**config.mk**
```make
export PLATFORM = sky130hd
export DESIGN_NAME = wdg_subsys
export DESIGN_NICKNAME = d
export VERILOG_FILES = /design/src/hdl/wdg_pkg.sv /design/src/hdl/wdg_crc8.sv /design/src/hdl/wdg_link_monitor.sv /design/src/hdl/wdg_reg_bank.sv /design/src/hdl/wdg_reg_scan.sv /design/src/hdl/wdg_subsys.sv
export SDC_FILE = /design/constraint.sdc
export NUM_CORES = 1
export LEC_CHECK = 0
export ABC_CLOCK_PERIOD_IN_PS = 2400
export BUFFER_PORTS_ARGS = -buffer_cell sky130_fd_sc_hd__buf_2
export CAP_MARGIN = 20
export CORE_ASPECT_RATIO = 1.4
export CORE_MARGIN = 5
export CORE_UTILIZATION = 55
export CTS_CLUSTER_SIZE = 40
export DETAILED_ROUTE_END_ITERATION = 10
export GPL_TIMING_DRIVEN = 0
export PLACE_DENSITY = 0.73
export SETUP_SLACK_MARGIN = 0.02
export SYNTH_ARGS = -nofsm -noshare
export SYNTH_HDL_FRONTEND = slang
export SYNTH_SLANG_ARGS = --single-unit
```
**constraint.sdc**
```tcl
create_clock -name i_clk -period 2.4 [get_ports i_clk]
set_input_delay 0.48 -clock i_clk [delete_from_list [all_inputs] [get_ports i_clk]]
set_output_delay 0.48 -clock i_clk [all_outputs]
set_load 0.02 [all_outputs]
```
**src/hdl/wdg_pkg.sv**
```systemverilog
/*
 * Shared constants, scan address list and bus structs for the watchdog
 * subsystem. Every watchdog module takes it by wildcard import.
 */
`default_nettype none

package wdg_pkg;

    // ================================================
    // timing
    // ================================================
    // 250 us at 48 MHz
    localparam int WDG_BASE_CYC = 12000;
    localparam int WDG_CNT_W    = $clog2(8 * WDG_BASE_CYC);

    // ================================================
    // register scan
    // ================================================
    localparam int SCAN_REG_NUM = 8;
    localparam int SCAN_PTR_W   = $clog2(SCAN_REG_NUM);
    localparam int REG_AW       = 7;
    localparam int REG_DW       = 8;
    localparam int REG_CRC_W    = 8;

    // scan order, entry 0 first
    localparam logic [REG_AW-1:0] SCAN_REG_ADDR [SCAN_REG_NUM] = '{
        7'h01, 7'h02, 7'h03, 7'h08, 7'h09, 7'h0A, 7'h0B, 7'h30
    };

    localparam logic [REG_CRC_W-1:0] CRC_POLY = 8'h07;
    localparam logic [REG_CRC_W-1:0] CRC_INIT = 8'hFF;

    typedef struct packed {
        logic [1:0] tmo_sel;
        logic [1:0] refresh_sel;
        logic [1:0] scan_sel;
    } wdg_cfg_t;

    typedef struct packed {
        logic                 wr_en;
        logic [REG_AW-1:0]    addr;
        logic [REG_DW-1:0]    data;
        logic [REG_CRC_W-1:0] crc;
    } reg_wr_t;

    typedef struct packed {
        logic              req;
        logic [REG_AW-1:0] addr;
    } scan_rd_t;

    typedef struct packed {
        logic                 ack;
        logic [REG_DW-1:0]    data;
        logic [REG_CRC_W-1:0] crc;
    } scan_rsp_t;

    // select 0..3 gives 1, 2, 4 or 8 base periods
    function automatic logic [WDG_CNT_W-1:0] wdg_period(input logic [1:0] sel);
        return WDG_CNT_W'(WDG_BASE_CYC) << sel;
    endfunction

endpackage

`default_nettype wire

```
**src/hdl/wdg_crc8.sv**
```systemverilog
/*
 * Parallel CRC-8 over one 16-bit scan word, MSB first.
 * No reflection and no final XOR; purely combinational.
 */
`timescale 1ns/1ns
`default_nettype none

module wdg_crc8
    import wdg_pkg::*;
(
    input  wire logic [2*REG_DW-1:0]  i_word,
    output logic      [REG_CRC_W-1:0] o_crc
);

    always_comb begin
        logic [REG_CRC_W-1:0] crc;
        logic                 fb;

        crc = CRC_INIT;
        // one shift per input bit, top bit first
        for (int i = 2*REG_DW-1; i >= 0; i--) begin
            fb  = crc[REG_CRC_W-1] ^ i_word[i];
            crc = {crc[REG_CRC_W-2:0], 1'b0};
            if (fb) begin
                crc = crc ^ CRC_POLY;
            end
        end
        o_crc = crc;
    end

endmodule

`default_nettype wire

```
**src/hdl/wdg_link_monitor.sv**
```systemverilog
/*
 * One-wire link watchdog. Requests a transmission every refresh period
 * or on a state-machine request, then checks that responses keep coming.
 */
`timescale 1ns/1ns
`default_nettype none

module wdg_link_monitor
    import wdg_pkg::*;
(
    input  wire logic       i_clk,
    input  wire logic       i_rst_n,
    input  wire logic       i_link_en,
    input  wire logic [1:0] i_refresh_sel,
    input  wire logic [1:0] i_tmo_sel,
    input  wire logic       i_fsm_tx_req,
    output logic            o_link_tx_req,
    input  wire logic       i_link_tx_ack,
    input  wire logic       i_spi_rst_wdg,
    input  wire logic       i_link_rx_rsp,
    output logic            o_wdg_timeout_err
);

    logic [WDG_CNT_W-1:0] refresh_cnt;
    logic                 refresh_hit;
    logic                 fsm_req_q;
    logic                 fsm_launch;
    logic                 in_flight;
    logic [WDG_CNT_W-1:0] tmo_cnt;
    logic                 tmo_hit;

    assign refresh_hit = i_link_en && (refresh_cnt == wdg_period(i_refresh_sel) - 1'b1);
    assign tmo_hit     = in_flight && (tmo_cnt == wdg_period(i_tmo_sel) - 1'b1);

    // ================================================
    // refresh request
    // ================================================
    always_ff @(posedge i_clk or negedge i_rst_n) begin
        if (!i_rst_n) begin
            refresh_cnt <= '0;
        end else if (!i_link_en || o_link_tx_req || i_link_tx_ack || i_spi_rst_wdg ||
                     refresh_hit) begin
            refresh_cnt <= '0;
        end else begin
            refresh_cnt <= refresh_cnt + 1'b1;
        end
    end

    // fsm request counts on its rising edge only
    always_ff @(posedge i_clk or negedge i_rst_n) begin
        if (!i_rst_n) begin
            fsm_req_q <= 1'b0;
        end else begin
            fsm_req_q <= i_fsm_tx_req;
        end
    end

    assign fsm_launch = i_fsm_tx_req & ~fsm_req_q;

    always_ff @(posedge i_clk or negedge i_rst_n) begin
        if (!i_rst_n) begin
            o_link_tx_req <= 1'b0;
        end else if (!i_link_en || i_link_tx_ack) begin
            o_link_tx_req <= 1'b0;
        end else if (refresh_hit || fsm_launch) begin
            o_link_tx_req <= 1'b1;
        end
    end

    // ================================================
    // response timeout
    // ================================================
    always_ff @(posedge i_clk or negedge i_rst_n) begin
        if (!i_rst_n) begin
            in_flight <= 1'b0;
        end else if (!i_link_en || tmo_hit) begin
            in_flight <= 1'b0;
        end else if (o_link_tx_req || i_spi_rst_wdg) begin
            in_flight <= 1'b1;
        end
    end

    // each response restarts the window
    always_ff @(posedge i_clk or negedge i_rst_n) begin
        if (!i_rst_n) begin
            tmo_cnt <= '0;
        end else if (!in_flight || i_link_rx_rsp || tmo_hit) begin
            tmo_cnt <= '0;
        end else begin
            tmo_cnt <= tmo_cnt + 1'b1;
        end
    end

    always_ff @(posedge i_clk or negedge i_rst_n) begin
        if (!i_rst_n) begin
            o_wdg_timeout_err <= 1'b0;
        end else begin
            o_wdg_timeout_err <= tmo_hit;
        end
    end

    a_no_req_when_off: assert property (@(posedge i_clk) disable iff (!i_rst_n)
        !$past(i_link_en) |-> !o_link_tx_req);

endmodule

`default_nettype wire

```
**src/hdl/wdg_reg_bank.sv**
```systemverilog
/*
 * Eight-slot bank of the scanned configuration registers. The host writes
 * data plus CRC; the scanner reads a slot and gets one ack pulse back.
 */
`timescale 1ns/1ns
`default_nettype none

module wdg_reg_bank
    import wdg_pkg::*;
(
    input  wire logic      i_clk,
    input  wire logic      i_rst_n,
    input  wire reg_wr_t   i_wr,
    input  wire scan_rd_t  i_rd,
    output scan_rsp_t      o_rsp
);

    logic [REG_DW-1:0]    slot_data [SCAN_REG_NUM];
    logic [REG_CRC_W-1:0] slot_crc  [SCAN_REG_NUM];
    logic                 wr_hit;
    logic [SCAN_PTR_W-1:0] wr_slot;
    logic [SCAN_PTR_W-1:0] rd_slot;
    logic [SCAN_PTR_W-1:0] rd_slot_q;
    logic                 req_q;
    logic                 rd_pend;
    logic                 rsp_ack;
    logic [REG_DW-1:0]    rsp_data;
    logic [REG_CRC_W-1:0] rsp_crc;

    // address to slot, through the scan list
    always_comb begin
        wr_hit  = 1'b0;
        wr_slot = '0;
        rd_slot = '0;
        for (int i = 0; i < SCAN_REG_NUM; i++) begin
            if (i_wr.addr == SCAN_REG_ADDR[i]) begin
                wr_hit  = 1'b1;
                wr_slot = SCAN_PTR_W'(i);
            end
            if (i_rd.addr == SCAN_REG_ADDR[i]) begin
                rd_slot = SCAN_PTR_W'(i);
            end
        end
    end

    // ================================================
    // host write port
    // ================================================
    always_ff @(posedge i_clk or negedge i_rst_n) begin
        if (!i_rst_n) begin
            for (int i = 0; i < SCAN_REG_NUM; i++) begin
                slot_data[i] <= '0;
                slot_crc[i]  <= '0;
            end
        end else if (i_wr.wr_en && wr_hit) begin
            slot_data[wr_slot] <= i_wr.data;
            slot_crc[wr_slot]  <= i_wr.crc;
        end
    end

    // ================================================
    // scan read port
    // ================================================
    // rising edge of req marks a new read, so a held req acks once
    always_ff @(posedge i_clk or negedge i_rst_n) begin
        if (!i_rst_n) begin
            req_q   <= 1'b0;
            rd_pend <= 1'b0;
            rsp_ack <= 1'b0;
        end else begin
            req_q   <= i_rd.req;
            rd_pend <= i_rd.req & ~req_q;
            // a request dropped meanwhile gets no ack
            rsp_ack <= rd_pend & i_rd.req;
        end
    end

    always_ff @(posedge i_clk) begin
        rd_slot_q <= rd_slot;
        rsp_data  <= slot_data[rd_slot_q];
        rsp_crc   <= slot_crc[rd_slot_q];
    end

    assign o_rsp = '{ack: rsp_ack, data: rsp_data, crc: rsp_crc};

    a_ack_after_req: assert property (@(posedge i_clk) disable iff (!i_rst_n)
        o_rsp.ack |-> $past(i_rd.req));

endmodule

`default_nettype wire

```
**src/hdl/wdg_reg_scan.sv**
```systemverilog
/*
 * Register scanner. Reads one register from the scan list per scan
 * period, recomputes its CRC and pulses o_scan_crc_err on a mismatch.
 */
`timescale 1ns/1ns
`default_nettype none

module wdg_reg_scan
    import wdg_pkg::*;
(
    input  wire logic       i_clk,
    input  wire logic       i_rst_n,
    input  wire logic       i_scan_en,
    input  wire logic [1:0] i_scan_sel,
    output scan_rd_t        o_rd,
    input  wire scan_rsp_t  i_rsp,
    output logic            o_scan_crc_err
);

    logic [WDG_CNT_W-1:0]  scan_cnt;
    logic [WDG_CNT_W-1:0]  scan_last;
    logic                  scan_hit;
    logic [SCAN_PTR_W-1:0] scan_ptr;
    logic                  rd_req;
    logic [REG_AW-1:0]     rd_addr;
    logic [2*REG_DW-1:0]   crc_word;
    logic [REG_CRC_W-1:0]  crc_calc;

    assign scan_last = wdg_period(i_scan_sel) - 1'b1;
    assign scan_hit  = i_scan_en && (scan_cnt == scan_last);

    // ================================================
    // scan period counter
    // ================================================
    // held at zero while a read is outstanding
    always_ff @(posedge i_clk or negedge i_rst_n) begin
        if (!i_rst_n) begin
            scan_cnt <= '0;
        end else if (!i_scan_en || rd_req || i_rsp.ack || scan_hit) begin
            scan_cnt <= '0;
        end else begin
            scan_cnt <= scan_cnt + 1'b1;
        end
    end

    // pointer into the scan list, wraps after the last entry
    always_ff @(posedge i_clk or negedge i_rst_n) begin
        if (!i_rst_n) begin
            scan_ptr <= '0;
        end else if (scan_hit) begin
            if (scan_ptr == SCAN_PTR_W'(SCAN_REG_NUM - 1)) begin
                scan_ptr <= '0;
            end else begin
                scan_ptr <= scan_ptr + 1'b1;
            end
        end
    end

    // ================================================
    // read request
    // ================================================
    always_ff @(posedge i_clk or negedge i_rst_n) begin
        if (!i_rst_n) begin
            rd_req <= 1'b0;
        end else if (!i_scan_en || i_rsp.ack) begin
            rd_req <= 1'b0;
        end else if (scan_hit) begin
            rd_req <= 1'b1;
        end
    end

    always_ff @(posedge i_clk) begin
        if (scan_hit) begin
            rd_addr <= SCAN_REG_ADDR[scan_ptr];
        end
    end

    assign o_rd = '{req: rd_req, addr: rd_addr};

    // ================================================
    // CRC check
    // ================================================
    // marker bit, then address, then data
    assign crc_word = {1'b1, rd_addr, i_rsp.data};

    wdg_crc8 u_crc8 (
        .i_word (crc_word),
        .o_crc  (crc_calc)
    );

    always_ff @(posedge i_clk or negedge i_rst_n) begin
        if (!i_rst_n) begin
            o_scan_crc_err <= 1'b0;
        end else begin
            o_scan_crc_err <= i_rsp.ack && (i_rsp.crc != crc_calc);
        end
    end

    a_no_req_rise_on_ack: assert property (@(posedge i_clk) disable iff (!i_rst_n)
        $rose(rd_req) |-> !i_rsp.ack);

    a_err_after_ack: assert property (@(posedge i_clk) disable iff (!i_rst_n)
        o_scan_crc_err |-> $past(i_rsp.ack));

endmodule

`default_nettype wire

```
**src/hdl/wdg_subsys.sv**
```systemverilog
/*
 * Watchdog subsystem top. Joins the register bank, the register scanner
 * and the link monitor, and splits the config word among them.
 */
`timescale 1ns/1ns
`default_nettype none

module wdg_subsys
    import wdg_pkg::*;
(
    input  wire logic      i_clk,
    input  wire logic      i_rst_n,
    input  wire wdg_cfg_t  i_cfg,
    input  wire logic      i_scan_en,
    input  wire logic      i_link_en,
    input  wire reg_wr_t   i_wr,
    output logic           o_scan_crc_err,
    output scan_rd_t       o_scan_rd,
    input  wire logic      i_fsm_tx_req,
    output logic           o_link_tx_req,
    input  wire logic      i_link_tx_ack,
    input  wire logic      i_spi_rst_wdg,
    input  wire logic      i_link_rx_rsp,
    output logic           o_wdg_timeout_err
);

    scan_rsp_t scan_rsp;

    wdg_reg_bank u_reg_bank (
        .i_clk   (i_clk),
        .i_rst_n (i_rst_n),
        .i_wr    (i_wr),
        .i_rd    (o_scan_rd),
        .o_rsp   (scan_rsp)
    );

    wdg_reg_scan u_reg_scan (
        .i_clk          (i_clk),
        .i_rst_n        (i_rst_n),
        .i_scan_en      (i_scan_en),
        .i_scan_sel     (i_cfg.scan_sel),
        .o_rd           (o_scan_rd),
        .i_rsp          (scan_rsp),
        .o_scan_crc_err (o_scan_crc_err)
    );

    wdg_link_monitor u_link_monitor (
        .i_clk             (i_clk),
        .i_rst_n           (i_rst_n),
        .i_link_en         (i_link_en),
        .i_refresh_sel     (i_cfg.refresh_sel),
        .i_tmo_sel         (i_cfg.tmo_sel),
        .i_fsm_tx_req      (i_fsm_tx_req),
        .o_link_tx_req     (o_link_tx_req),
        .i_link_tx_ack     (i_link_tx_ack),
        .i_spi_rst_wdg     (i_spi_rst_wdg),
        .i_link_rx_rsp     (i_link_rx_rsp),
        .o_wdg_timeout_err (o_wdg_timeout_err)
    );

endmodule

`default_nettype wire

```
; ---- Yosys cells after proc, flatten, opt, wreduce, memory -nomap -nowiden
; Memory sizes are Yosys's and may differ from the RTL's. A register that Yosys moved wholly into a read port is not among the register bits.
; Cells that the tools add are included.
[totals]
reg_bits = 210
rom_bits = 56
in_bits = 38
out_inout_bits = 11
wordCells = 188
mem_count = 1
[op_classes]
addsub = 7
magnitude_cmp = 3
n_eq_ne = 20
shifts = 3
mux = 56
bitwise = 36
reduce_logical = 28
[mem_list]
columns = memory, depth, width, rd, rd_clocked_by_memory_dff, write_ports, line_no
row1 = (name not given), 8, 7, 1, 1, 0, wdg_reg_scan.sv:74  ; rd_addr <= SCAN_REG_ADDR[scan_ptr];
[ops]
columns = cell, n
row1 = 64-bit bitwise mux, 2
row2 = 3-bit two-way mux, 20
row3 = 7-bit by 4-bit == test with 1-bit output (second input constant), 8
row4 = 17-bit by 1-bit adder with 17-bit output (second input constant), 3
row5 = 17-bit == test, 3
row6 = 17-bit two-way mux, 3
row7 = 14-bit by 2-bit << shifter with 17-bit output (first input constant), 3
row8 = 17-bit by 1-bit subtractor with 17-bit output (second input constant), 3
row9 = 8-bit binary-select mux with 3-bit select, 2
row10 = 3-bit NOT, 14
row11 = 8-bit two-way mux, 5
row12 = 7-bit by 2-bit == test with 1-bit output (second input constant), 4
row13 = 8-bit demux with 3-bit select, 1
row14 = 1-bit two-way mux, 17
row15 = 7-bit by 6-bit == test with 1-bit output (second input constant), 2
row16 = 1-bit logical OR, 14
row17 = 2-bit two-way mux, 6
row18 = 3-bit NOT with 4-bit output, 3
row19 = 1-bit bitwise XOR, 9
row20 = 4-bit greater-or-equal comparator (second input constant), 2
row21 = 8-bit != test, 1
row22 = 7-bit by 1-bit == test with 1-bit output (second input constant), 1
row23 = 1-bit logical AND, 6
row24 = 2-bit nonzero test, 3
row25 = other kinds (9), 18

; ---- Logic depth before layout (Yosys ltp)
; Gate-level depths: netlist of the first run.
[depth]
ltp_word = 31
depth_mapped = 9
ltp_nobuf = 7

; ---- Hierarchy
; From an unflattened synthesis of the first run, not the netlist that was laid out.
[unflattened]
cells_unflattened = 784
hier_area_um2 = 10535.1
[by_module_without_submodules]
columns = module, instances, cells_each, area_per_inst_um2, seq_area_each_um2
row1 = wdg_reg_bank, 1, 384, 6384.9, 3658.5
row2 = wdg_link_monitor, 1, 219, 2225.9, 950.9
row3 = wdg_reg_scan, 1, 151, 1584.0, 670.6
row4 = wdg_crc8, 1, 30, 340.3, 0.0

; ---- Worst setup path before layout of the first run
; No wires, ideal clock.
[synth_path]
kind = reg-to-reg
start = register u_reg_scan.rd_addr[4]
end = register u_reg_scan.o_scan_crc_err
setup_time_ns = 0.129
t_arrival_ns = 1.973
required_ns = 2.271
setup_slack_ns = 0.298
stages_incl_launch_ff = 8
path_buffers = 0
cell_sequence = edfxtp_1 inv_1 ha_1 xor2_1 xnor2_1 nand3_1 nor2b_1 o41a_1
[synth_via]
elab_chain_cells = 14
elab_cells_between_ends = 22
cone_classes = eq/ne: 1 / mux: 9 / bitwise: 11 / reduce/logical: 1
[synth_rtl]
columns = item, line_no
row1 = "start, declared", wdg_reg_scan.sv:25  ; logic [REG_AW-1:0] rd_addr;
row2 = 1-bit bitwise XOR (*), wdg_crc8.sv:22  ; fb = crc[REG_CRC_W-1] ^ i_word[i];
row3 = 3-bit two-way mux (*), wdg_crc8.sv:24  ; if (fb) begin
row4 = 3-bit NOT (no source line), -
row5 = 3-bit two-way mux, wdg_crc8.sv:24
row6 = 3-bit NOT (no source line), -
row7 = 3-bit two-way mux, wdg_crc8.sv:24
row8 = 1-bit bitwise XOR, wdg_crc8.sv:22
row9 = 3-bit two-way mux, wdg_crc8.sv:24
row10 = 3-bit NOT (no source line), -
row11 = 3-bit two-way mux, wdg_crc8.sv:24
row12 = 3-bit NOT (no source line), -
row13 = 3-bit two-way mux, wdg_crc8.sv:24
row14 = 8-bit != test (*), wdg_reg_scan.sv:95  ; o_scan_crc_err <= i_rsp.ack && (i_rsp.crc != crc_calc);
row15 = 1-bit logical AND (*), wdg_reg_scan.sv:95
row16 = "end signal, assigned", wdg_reg_scan.sv:95
row17 = "end, declared", wdg_reg_scan.sv:17  ; output logic o_scan_crc_err
; Every way passes the cells marked *; elsewhere a longest branch is shown, timed or not.
; A chain may end at the register's enable or synchronous reset.

; ---- Worst setup path in the final report of the first run
[layout_path]
start = register u_reg_scan.scan_cnt[0]
end = register u_reg_scan.rd_addr[0] (enable)
[layout_via]
elab_chain_cells = 2
[layout_rtl]
columns = item, line_no
row1 = "start, declared", wdg_reg_scan.sv:20  ; logic [WDG_CNT_W-1:0] scan_cnt;
row2 = "start signal, assigned", wdg_reg_scan.sv:42  ; scan_cnt <= scan_cnt + 1'b1;
row3 = 17-bit == test, wdg_reg_scan.sv:30  ; assign scan_hit = i_scan_en && (scan_cnt == scan_last);
row4 = 1-bit logical AND, wdg_reg_scan.sv:30
row5 = net u_reg_scan.scan_hit, wdg_reg_scan.sv:22  ; logic scan_hit;
; The timed path passes the listed nets, and every way through them passes these cells.

==> metrics.txt, run 1 <==
status=complete, no violations; routability cong.=0.843; LEAKAGE=5.38 nW; layout cells sized above 1=34.0%; Crit. End Element=flip-flop; sequential fraction of the synthesis area=51.5%; GR Util met3=2.70%; root buffer cell=clkbuf_16; H-tree levels=1; Ant. Diodes=0; nature of the critical path startpoint=flip-flop; DR vias/cell=5.61; commonest register cell after synthesis=dfrtp_1; final net count=911; first-pass GRT wire length=35,400 um; GR Layer Usage met1=24.2%; DR DRC count=0; Total Power=0.00812 W; CTS tree=done; Post-DP HPWL=14,800 um; Yosys warnings=0; Synth Instances=772; Worst slew margin=37.7%; slew at the pin closest to its max-slew limit=926 ps; Setup Crit Path Kind=reg -> reg; Sw Ratio=21.8%; WL final=21,200 um; post-synthesis register bit count=214; Initial DRC Count=310; Total GRT Usage=20.4%; WP data required=2520 ps; Final Hold Fails=0; worst vdd ir=0.459 mV; clk slew on worst S/H paths=60 ps; Int Pwr=0.00634 W; Slew Limit Fails=0; pwr/cell area=699 nW/um2; CP arrival=2330 ps; synth-to-layout area growth=13.3%; grt ovf=0; Yosys cell types=58; die width=125 um; Critical Path Fanout Max=4; share of power burned in registers=48.5%; Core Footprint=18,500 um2; antenna viol nets, final=0; Initial Util=55.5%; # setup viols final=0; largest net degree at the start of global routing=118; initial antenna violation count=0; Bufs on Longest Clock Path=3; async set or reset register ratio after synthesis=89.3%; GR Util met2=38.0%; RSZ-0062 raised after global routing=false; dpl cells=1,062; Worst-Skew Late Latency=500 ps; final setup skew=9.17 ps; GRT Max-Usage Layer=met2; Buffers on Ports=44; clock sinks=214; EDFF count, synth=4; combinational share of power=7.4%; Wirelength per Cell=19.1 um; FMAX=0.454 GHz; sw power=0.00177 W; Synth Cell Area=10,200 um2; TritonCTS Buffers=22; vias in the first global route=7,011; DR pass1 iterations=4; I/O Pins=49; non-filler cells, final=1,105; vias=6,199; period utilisation layout=91.8%; Worst Hold Class=in -> reg; Rows=59; DIE HEIGHT=172 um; max_cap viols=0; min Tclk post-route=2200 ps; Avg Inst Size Synth=13.3 um2; clock share of power=44.1%; Die ar.=21,500 um2
path summary, 6_finish.rpt:
path / endpoint / cells past startpoint / from / slack (ps)
min in group asynchronous: u_reg_bank.slot_crc[45]$_DFFE_PN0P_ / 2 / i_rst_n / 560
max reg2reg: u_reg_scan.rd_addr[0]$_DFFE_PP_ / 4 / u_reg_scan.scan_cnt[0]$_DFF_PN0_ / 200
min reg2reg: u_reg_bank.rd_pend$_DFF_PN0_ / 1 / u_reg_bank.req_q$_DFF_PN0_ / 390
max in group asynchronous: u_reg_scan.scan_cnt[3]$_DFF_PN0_ / 3 / i_rst_n / 890
max: u_reg_scan.rd_addr[0]$_DFFE_PP_ / 4 / u_reg_scan.scan_cnt[0]$_DFF_PN0_ / 200
min: u_link_monitor.fsm_req_q$_DFF_PN0_ / 1 / i_fsm_tx_req / 100
sequential cells by signal, indices dropped and copies added (netlist names), 3 cells and up:
signal / cells
u_reg_scan.scan_cnt: 17
u_link_monitor.refresh_cnt: 17
u_reg_bank.rd_slot_q: 3
u_reg_bank.rsp_crc: 8
u_reg_bank.slot_data: 64
u_reg_bank.slot_crc: 64
u_reg_scan.rd_addr: 4
u_reg_scan.scan_ptr: 3
u_reg_bank.rsp_data: 8
u_link_monitor.tmo_cnt: 17
cell usage in the layout (no fill, tap or decap), types with 5 or more instances in the layout:
| master | instances |
|---|---|
| nand2_1 | 19 |
| and3_1 | 9 |
| nand4_1 | 11 |
| mux2_2 | 147 |
| nor2_1 | 71 |
| and2_1 | 6 |
| a21oi_1 | 9 |
| xnor2_1 | 46 |
| inv_1 | 19 |
| ha_1 | 28 |
| buf_4 | 10 |
| xor2_1 | 31 |
| buf_2 | 50 |
| nor2b_1 | 7 |
| nor3_1 | 10 |
| nor3b_1 | 5 |
| nand3_1 | 24 |
| clkbuf_16 | 23 |
| clkbuf_1 | 15 |
| dfrtp_1 | 191 |
| dfxtp_1 | 19 |
| mux4_2 | 32 |
worst max-delay path, stage by stage, from the launching register on:
cell	delay (ps)
dfrtp_1	420
ha_1	260
and4_1	280
o21ai_0	110
nor4_1	770
kinds of logic (layout without fill, tap and decap cells):
| group | after synthesis | in the layout | share of synthesized area (%) |
|---|---|---|---|
| muxes | 181 | 181 | 23.4 |
| DFF | 214 | 214 | 51.5 |
| xor gates and xnor gates | 79 | 79 | 6.96 |
| AOI/OAI and AO/OA | 27 | 27 | 1.90 |
| buffers and inverters | 50 | 138 | 2.61 |
| other | 1 | 2 | 0.0366 |
| and+or+nand+nor | 192 | 192 | 10.2 |
| adders and majority gates | 28 | 28 | 3.42 |
synthesized netlist by cell type (3+ instances only):
master | number | share of area [%]
dfrtp_1 | 191 | 47
mux4_2 | 32 | 7.0
xnor2_1 | 46 | 3.9
nor2b_1 | 7 | 0.43
o21ai_0 | 3 | 0.15
nand3_1 | 24 | 1.2
nand4_1 | 11 | 0.67
xor2_1 | 31 | 2.6
dfxtp_1 | 19 | 3.7
inv_1 | 19 | 0.70
a21oi_1 | 9 | 0.44
nand2b_1 | 3 | 0.18
o31ai_1 | 3 | 0.22
nor2_1 | 71 | 2.6
and4_1 | 3 | 0.26
and3_1 | 9 | 0.55
and3b_1 | 4 | 0.34
buf_6 | 4 | 0.44
mux2_2 | 147 | 16
ha_1 | 28 | 3.4
clkbuf_1 | 10 | 0.37
and2_1 | 6 | 0.37
buf_2 | 7 | 0.34
nor4_1 | 3 | 0.18
nor3b_1 | 5 | 0.37
nor3_1 | 10 | 0.49
edfxtp_1 | 4 | 1.2
buf_4 | 8 | 0.59
nand2_1 | 19 | 0.70
final cells by class:
class                   instances  area, um2
clock buffers                  32        649
well taps                     244        305
inverters                      19       71.3
repair buffers                 48        283
plain buffers                  31        196
clock inverters                 8        121
flip-flops and latches        214       5280
fillers                      1440       6850
multi-input cells             509       4700
per-layer routing:
metal / share of wire (%) / vias up
met5: 0 / -
met4: 3.1 / 0
met3: 3.6 / 49
met2: 54 / 127
met1: 39 / 3162
li1: - / 2861
power by group through the flow:
stage | sequential, W | clock (W) | combinational, W
2_1_floorplan | 0.00396 | 0 | 0.000399
3_3_place_gp | 0.00398 | 0 | 0.000557
3_5_place_dp | 0.00400 | 0 | 0.000602
4_1_cts | 0.00394 | 0.00365 | 0.000609
5_1_grt | 0.00396 | 0.00381 | 0.000665
6_report | 0.00394 | 0.00358 | 0.000597
per-stage QoR:
step                utilization [%]  setup slack (ps)  TNS, ps  hold WS [ps]  area [um2]
finish                         62.9               197        0           104       11600
global placement               58.4             -1930  -363990           387       10800
floorplan                         -               298        0           184       10300
CTS                            62.8               199        0          82.9       11600
global route                   62.9              69.7        0          85.5       11600
detailed placement             58.6              -164    -3400           392       10800
what timing repair did:
item,in CTS,in global routing
gates resized for setup,0,0
setup endpoints to repair,0,1
buffers inserted,0,2
hold buffers,1,0
hold endpoints to repair,74,0
Power figures use the tool's default switching activity.
==> inputs of run 2 (changes only) <==
- CORE_UTILIZATION: 55 -> 62
- PLACE_DENSITY: 0.73 -> 0.8
==> metrics.txt, run 2 (same netlist as run 1, synthesis figures left out) <==
Initial DRC Count=359; TritonCTS Buffers=22; nature of the critical path startpoint=flip-flop; root buffer cell=clkbuf_16; dpl cells=1,017; I/O Pins=49; largest net degree at the start of global routing=127; Worst-Skew Late Latency=500 ps; LEAKAGE=5.38 nW; synth-to-layout area growth=12.7%; Worst Hold Class=in -> reg; Ant. Diodes=0; DR pass1 iterations=6; die width=119 um; RSZ-0062 raised after global routing=false; # setup viols final=0; grt ovf=0; slew at the pin closest to its max-slew limit=876 ps; CP arrival=2620 ps; Critical Path Fanout Max=10; DR vias/cell=5.94; Final Hold Fails=0; Post-DP HPWL=14,300 um; R2R Setup Slk=160 ps; FMAX=0.447 GHz; commonest non-fill, non-tap cell in the layout=dfrtp_1; vias in the first global route=7,032; initial antenna violation count=0; Initial Util=63.1%; Worst slew margin=41.6%; final setup skew=6.43 ps; Buffers on Ports=44; hold slack=99.2 ps; pwr/cell area=700 nW/um2; layout cells sized above 1=34.1%; WL final=21,100 um; CTS tree=done; DIE HEIGHT=162 um; H-tree levels=1; Setup Crit Path Kind=reg -> reg; routability cong.=0.871; antenna viol nets, final=0; vias=6,293; Setup TNS Final=0 ps; Die ar.=19,200 um2; clk slew on worst S/H paths=60 ps; status=complete, no violations; commonest non-fill, non-tap cells in the layout=dfrtp_1 (191), mux2_2 (147), nor2_1 (71), buf_2 (50), xnor2_1 (46); Bufs on Longest Clock Path=3; Slew Limit Fails=0; final net count=910; non-filler cells, final=1,059; first-pass GRT wire length=35,400 um; Core Footprint=16,200 um2; WP data required=2780 ps; Crit. End Element=flip-flop; Largest regs=u_reg_bank.slot_crc x64, u_reg_bank.slot_data x64; max_cap viols=0; min Tclk post-route=2240 ps; worst vdd ir=0.505 mV; Rows=55; setup ws final=160 ps; period utilisation layout=93.3%; Wirelength per Cell=19.9 um; DR DRC count=0; pre-CTS setup slack=-98.2 ps; Total GRT Usage=22.8%; clock sinks=214; # fillers=1,098
[run 2: cell type report]
class / count / area [um2] / share of cell area, %
sequential: 214 / 5280 / 45.7
inverter: 19 / 71.3 / 0.618
multi-input combinational: 509 / 4700 / 40.7
clock buffer: 34 / 687 / 5.95
buffer: 31 / 196 / 1.70
tap: 199 / 249 / 2.16
clock inverter: 6 / 83.8 / 0.726
timing repair buffer: 47 / 275 / 2.38
[run 2: worst paths after layout]
path                                                          from                                        to  cells after the start
max                        u_link_monitor.refresh_cnt[0]$_DFF_PN0_  u_link_monitor.refresh_cnt[12]$_DFF_PN0_                      7
min                                                   i_fsm_tx_req        u_link_monitor.fsm_req_q$_DFF_PN0_                      1
max reg2reg                u_link_monitor.refresh_cnt[0]$_DFF_PN0_  u_link_monitor.refresh_cnt[12]$_DFF_PN0_                      7
min reg2reg                             u_reg_bank.req_q$_DFF_PN0_              u_reg_bank.rd_pend$_DFF_PN0_                      1
max in group asynchronous                                  i_rst_n         u_reg_scan.scan_cnt[11]$_DFF_PN0_                      3
min in group asynchronous                                  i_rst_n       u_reg_bank.slot_crc[48]$_DFFE_PN0P_                      2
[run 2: per-layer routing]
layer	global-route usage, %	up-vias	share of wire [%]
li1	-	2876	-
met1	26.9	3244	38
met2	42.7	130	55
met3	3.62	43	4.0
met4	6.75	0	2.2
met5	0	-	0
[run 2: timing repair]
item | in CTS | in global routing
gates resized for setup | 0 | 0
buffers inserted | 0 | 1
hold buffers | 1 | 0
hold endpoints to repair | 65 | 0
endpoints found under the setup margin | 0 | 1
[run 2: per-stage QoR]
step	util [%]	power (W)	instance area, um2
floorplan	-	0.00435	10300
global placement	66.0	0.00452	10700
detailed placement	66.2	0.00460	10800
CTS	71.0	0.00815	11500
global route	71.1	0.00840	11500
finish	71.1	0.00808	11500
[run 2: power by group]
group	internal (W)	switching [W]
clock	0.00219	0.00136
sequential	0.00382	0.000121
combinational	0.000322	0.000279
total	0.00633	0.00176
[run 2: critical path: stages (launching register included)]
cell and delay [ps]:
dfrtp_1 410, ha_1 240, and4_1 330, o21ai_0 110, or4_1 580, nand2_1 230, buf_6 170, nor2_1 60
==> inputs of run 3 (changes only) <==
- RECOVER_POWER: not set -> 50
==> metrics.txt, run 3 (same netlist as run 1, synthesis figures left out) <==
first-pass GRT wire length=35,400 um; Critical Path Fanout Max=10; DR vias/cell=5.92; layout cells sized above 1=32.6%; final instance area=11,500 um2; clk slew on worst S/H paths=60 ps; WHS Path Cells=1; antenna viol nets, final=0; Register Area=5280 um2; reg2reg end=u_link_monitor.refresh_cnt[12]$_DFF_PN0_; Buffers on Ports=44; Rows=55; # setup viols final=0; DR DRC count=0; Die ar.=19,200 um2; clock sinks=214; synth-to-layout area growth=12.2%; die width=119 um; crit-path cells=buf_2, nor4_1, nand3_1, nor3_2, buf_4, mux2_2; Slew Limit Fails=0; pwr/cell area=703 nW/um2; vias in the first global route=7,032; Largest regs=u_reg_bank.slot_crc x64, u_reg_bank.slot_data x64; max_cap viols=0; Hold Path End=u_link_monitor.fsm_req_q$_DFF_PN0_; CP arrival=2660 ps; dpl cells=1,017; non-filler cells, final=1,059; largest net degree at the start of global routing=127; slowest cell on the critical path=nor3_2; FMAX=0.438 GHz; utilization after layout=70.8%; nature of the critical path startpoint=primary input; TritonCTS Buffers=22; Final Hold Fails=0; # fillers=1,109; Setup Crit Path Kind=in -> reg; worst vdd ir=0.506 mV; WL final=21,100 um; Post-DP HPWL=14,300 um; slowest stage delay, CP=660 ps; period utilisation layout=95.2%; commonest non-fill, non-tap cell in the layout=dfrtp_1; R2R Setup Slk=160 ps; status=complete, no violations; Core Footprint=16,200 um2; H-tree levels=1; RSZ-0062 raised after global routing=false; Bufs on Longest Clock Path=3; root buffer cell=clkbuf_16; slew at the pin closest to its max-slew limit=1130 ps; worst reg-to-reg path cell count=7; Initial DRC Count=368; Critical path buffers and inverters=2; LEAKAGE=5.33 nW; grt ovf=0; Post-DP Area=10,800 um2; routability cong.=0.871; CP delay by family, top=simple AND/OR/NAND/NOR gates; Worst-Skew Late Latency=500 ps; Total Power=0.00808 W; Worst R2R Start=u_link_monitor.refresh_cnt[0]$_DFF_PN0_; Wirelength per Cell=19.9 um; WP data required=2780 ps; CTS resizes=0; Total GRT Usage=22.8%; Ant. Diodes=0; Worst Hold Class=in -> reg; min Tclk post-route=2280 ps; Worst slew margin=24.9%; final net count=910; CTS tree=done; final setup skew=6.26 ps; DIE HEIGHT=162 um; HP Start=i_fsm_tx_req; Crit. End Element=flip-flop; Initial Util=63.1%; Multi-input gate area=4680 um2; commonest non-fill, non-tap cells in the layout=dfrtp_1 (191), mux2_2 (146), nor2_1 (71), xnor2_1 (46), buf_2 (42); DR pass1 iterations=6; initial antenna violation count=0; I/O Pins=49; vias=6,266
==> run 3: cell count changes in the layout (fill, tap and decap cells not counted), moves of 2 or more <==
cell / change
and2_0: +2
and2_1: -2
buf_2: -8
clkbuf_1: +8
nand3b_1: +2
nand3b_2: -2
==> run 3: worst max-delay path by stage <==
stage | depth (start not counted) | startpoint | end
after floorplan | 7 | u_reg_scan.rd_addr[4]$_SDFFCE_PN0P_ | u_reg_scan.o_scan_crc_err$_DFF_PN0_
after global placement | 1 | i_rst_n | u_link_monitor.tmo_cnt[16]$_DFF_PN0_
after detailed placement | 9 | i_cfg[4] | u_link_monitor.tmo_cnt[10]$_DFF_PN0_
after CTS | 7 | u_link_monitor.refresh_cnt[0]$_DFF_PN0_ | u_link_monitor.refresh_cnt[12]$_DFF_PN0_
after global routing | 6 | i_wr[18] | u_reg_bank.slot_crc[37]$_DFFE_PN0P_
final | 6 | i_wr[18] | u_reg_bank.slot_crc[32]$_DFFE_PN0P_
==> run 3: final cells by class <==
type                       count  area share (%)
clock inverter                 6           0.729
multi-input combinational    509            40.7
tap                          199            2.17
timing repair buffer          47            2.19
inverter                      19           0.620
clock buffer                  34            5.98
sequential                   214            45.9
buffer                        31            1.69
==> run 3: layer usage <==
layer,global-route usage [%],vias to the layer above,wire (um)
li1,-,2879,-
met4,6.75,0,490
met3,3.62,42,880
met2,42.7,123,11700
met1,26.9,3222,8090
met5,0,-,0
==> run 3: through the flow <==
step / setup slack [ps] / hold WS, ps / TNS (ps)
2_1_floorplan: 298 / 184 / 0
3_3_place_gp: -1900 / 389 / -359030
3_5_place_dp: -98.2 / 391 / -2700
4_1_cts: 163 / 87.5 / 0
5_1_grt: 27.4 / 108 / 0
6_report: 116 / 105 / 0
==> run 3: repair_timing <==
item,CTS,global route
setup buffers,0,1
endpoints found under the hold margin,65,0
hold buffers,1,0
setup endpoints to repair,0,1
==> run 3: power by group <==
| group | leakage, nW | switching (W) | internal (W) | total, W |
|---|---|---|---|---|
| clock | 0.383 | 0.00136 | 0.00219 | 0.00354 |
| sequential | 2.81 | 0.000121 | 0.00382 | 0.00394 |
| combinational | 2.14 | 0.000276 | 0.000317 | 0.000593 |
| total | 5.33 | 0.00175 | 0.00632 | 0.00808 |
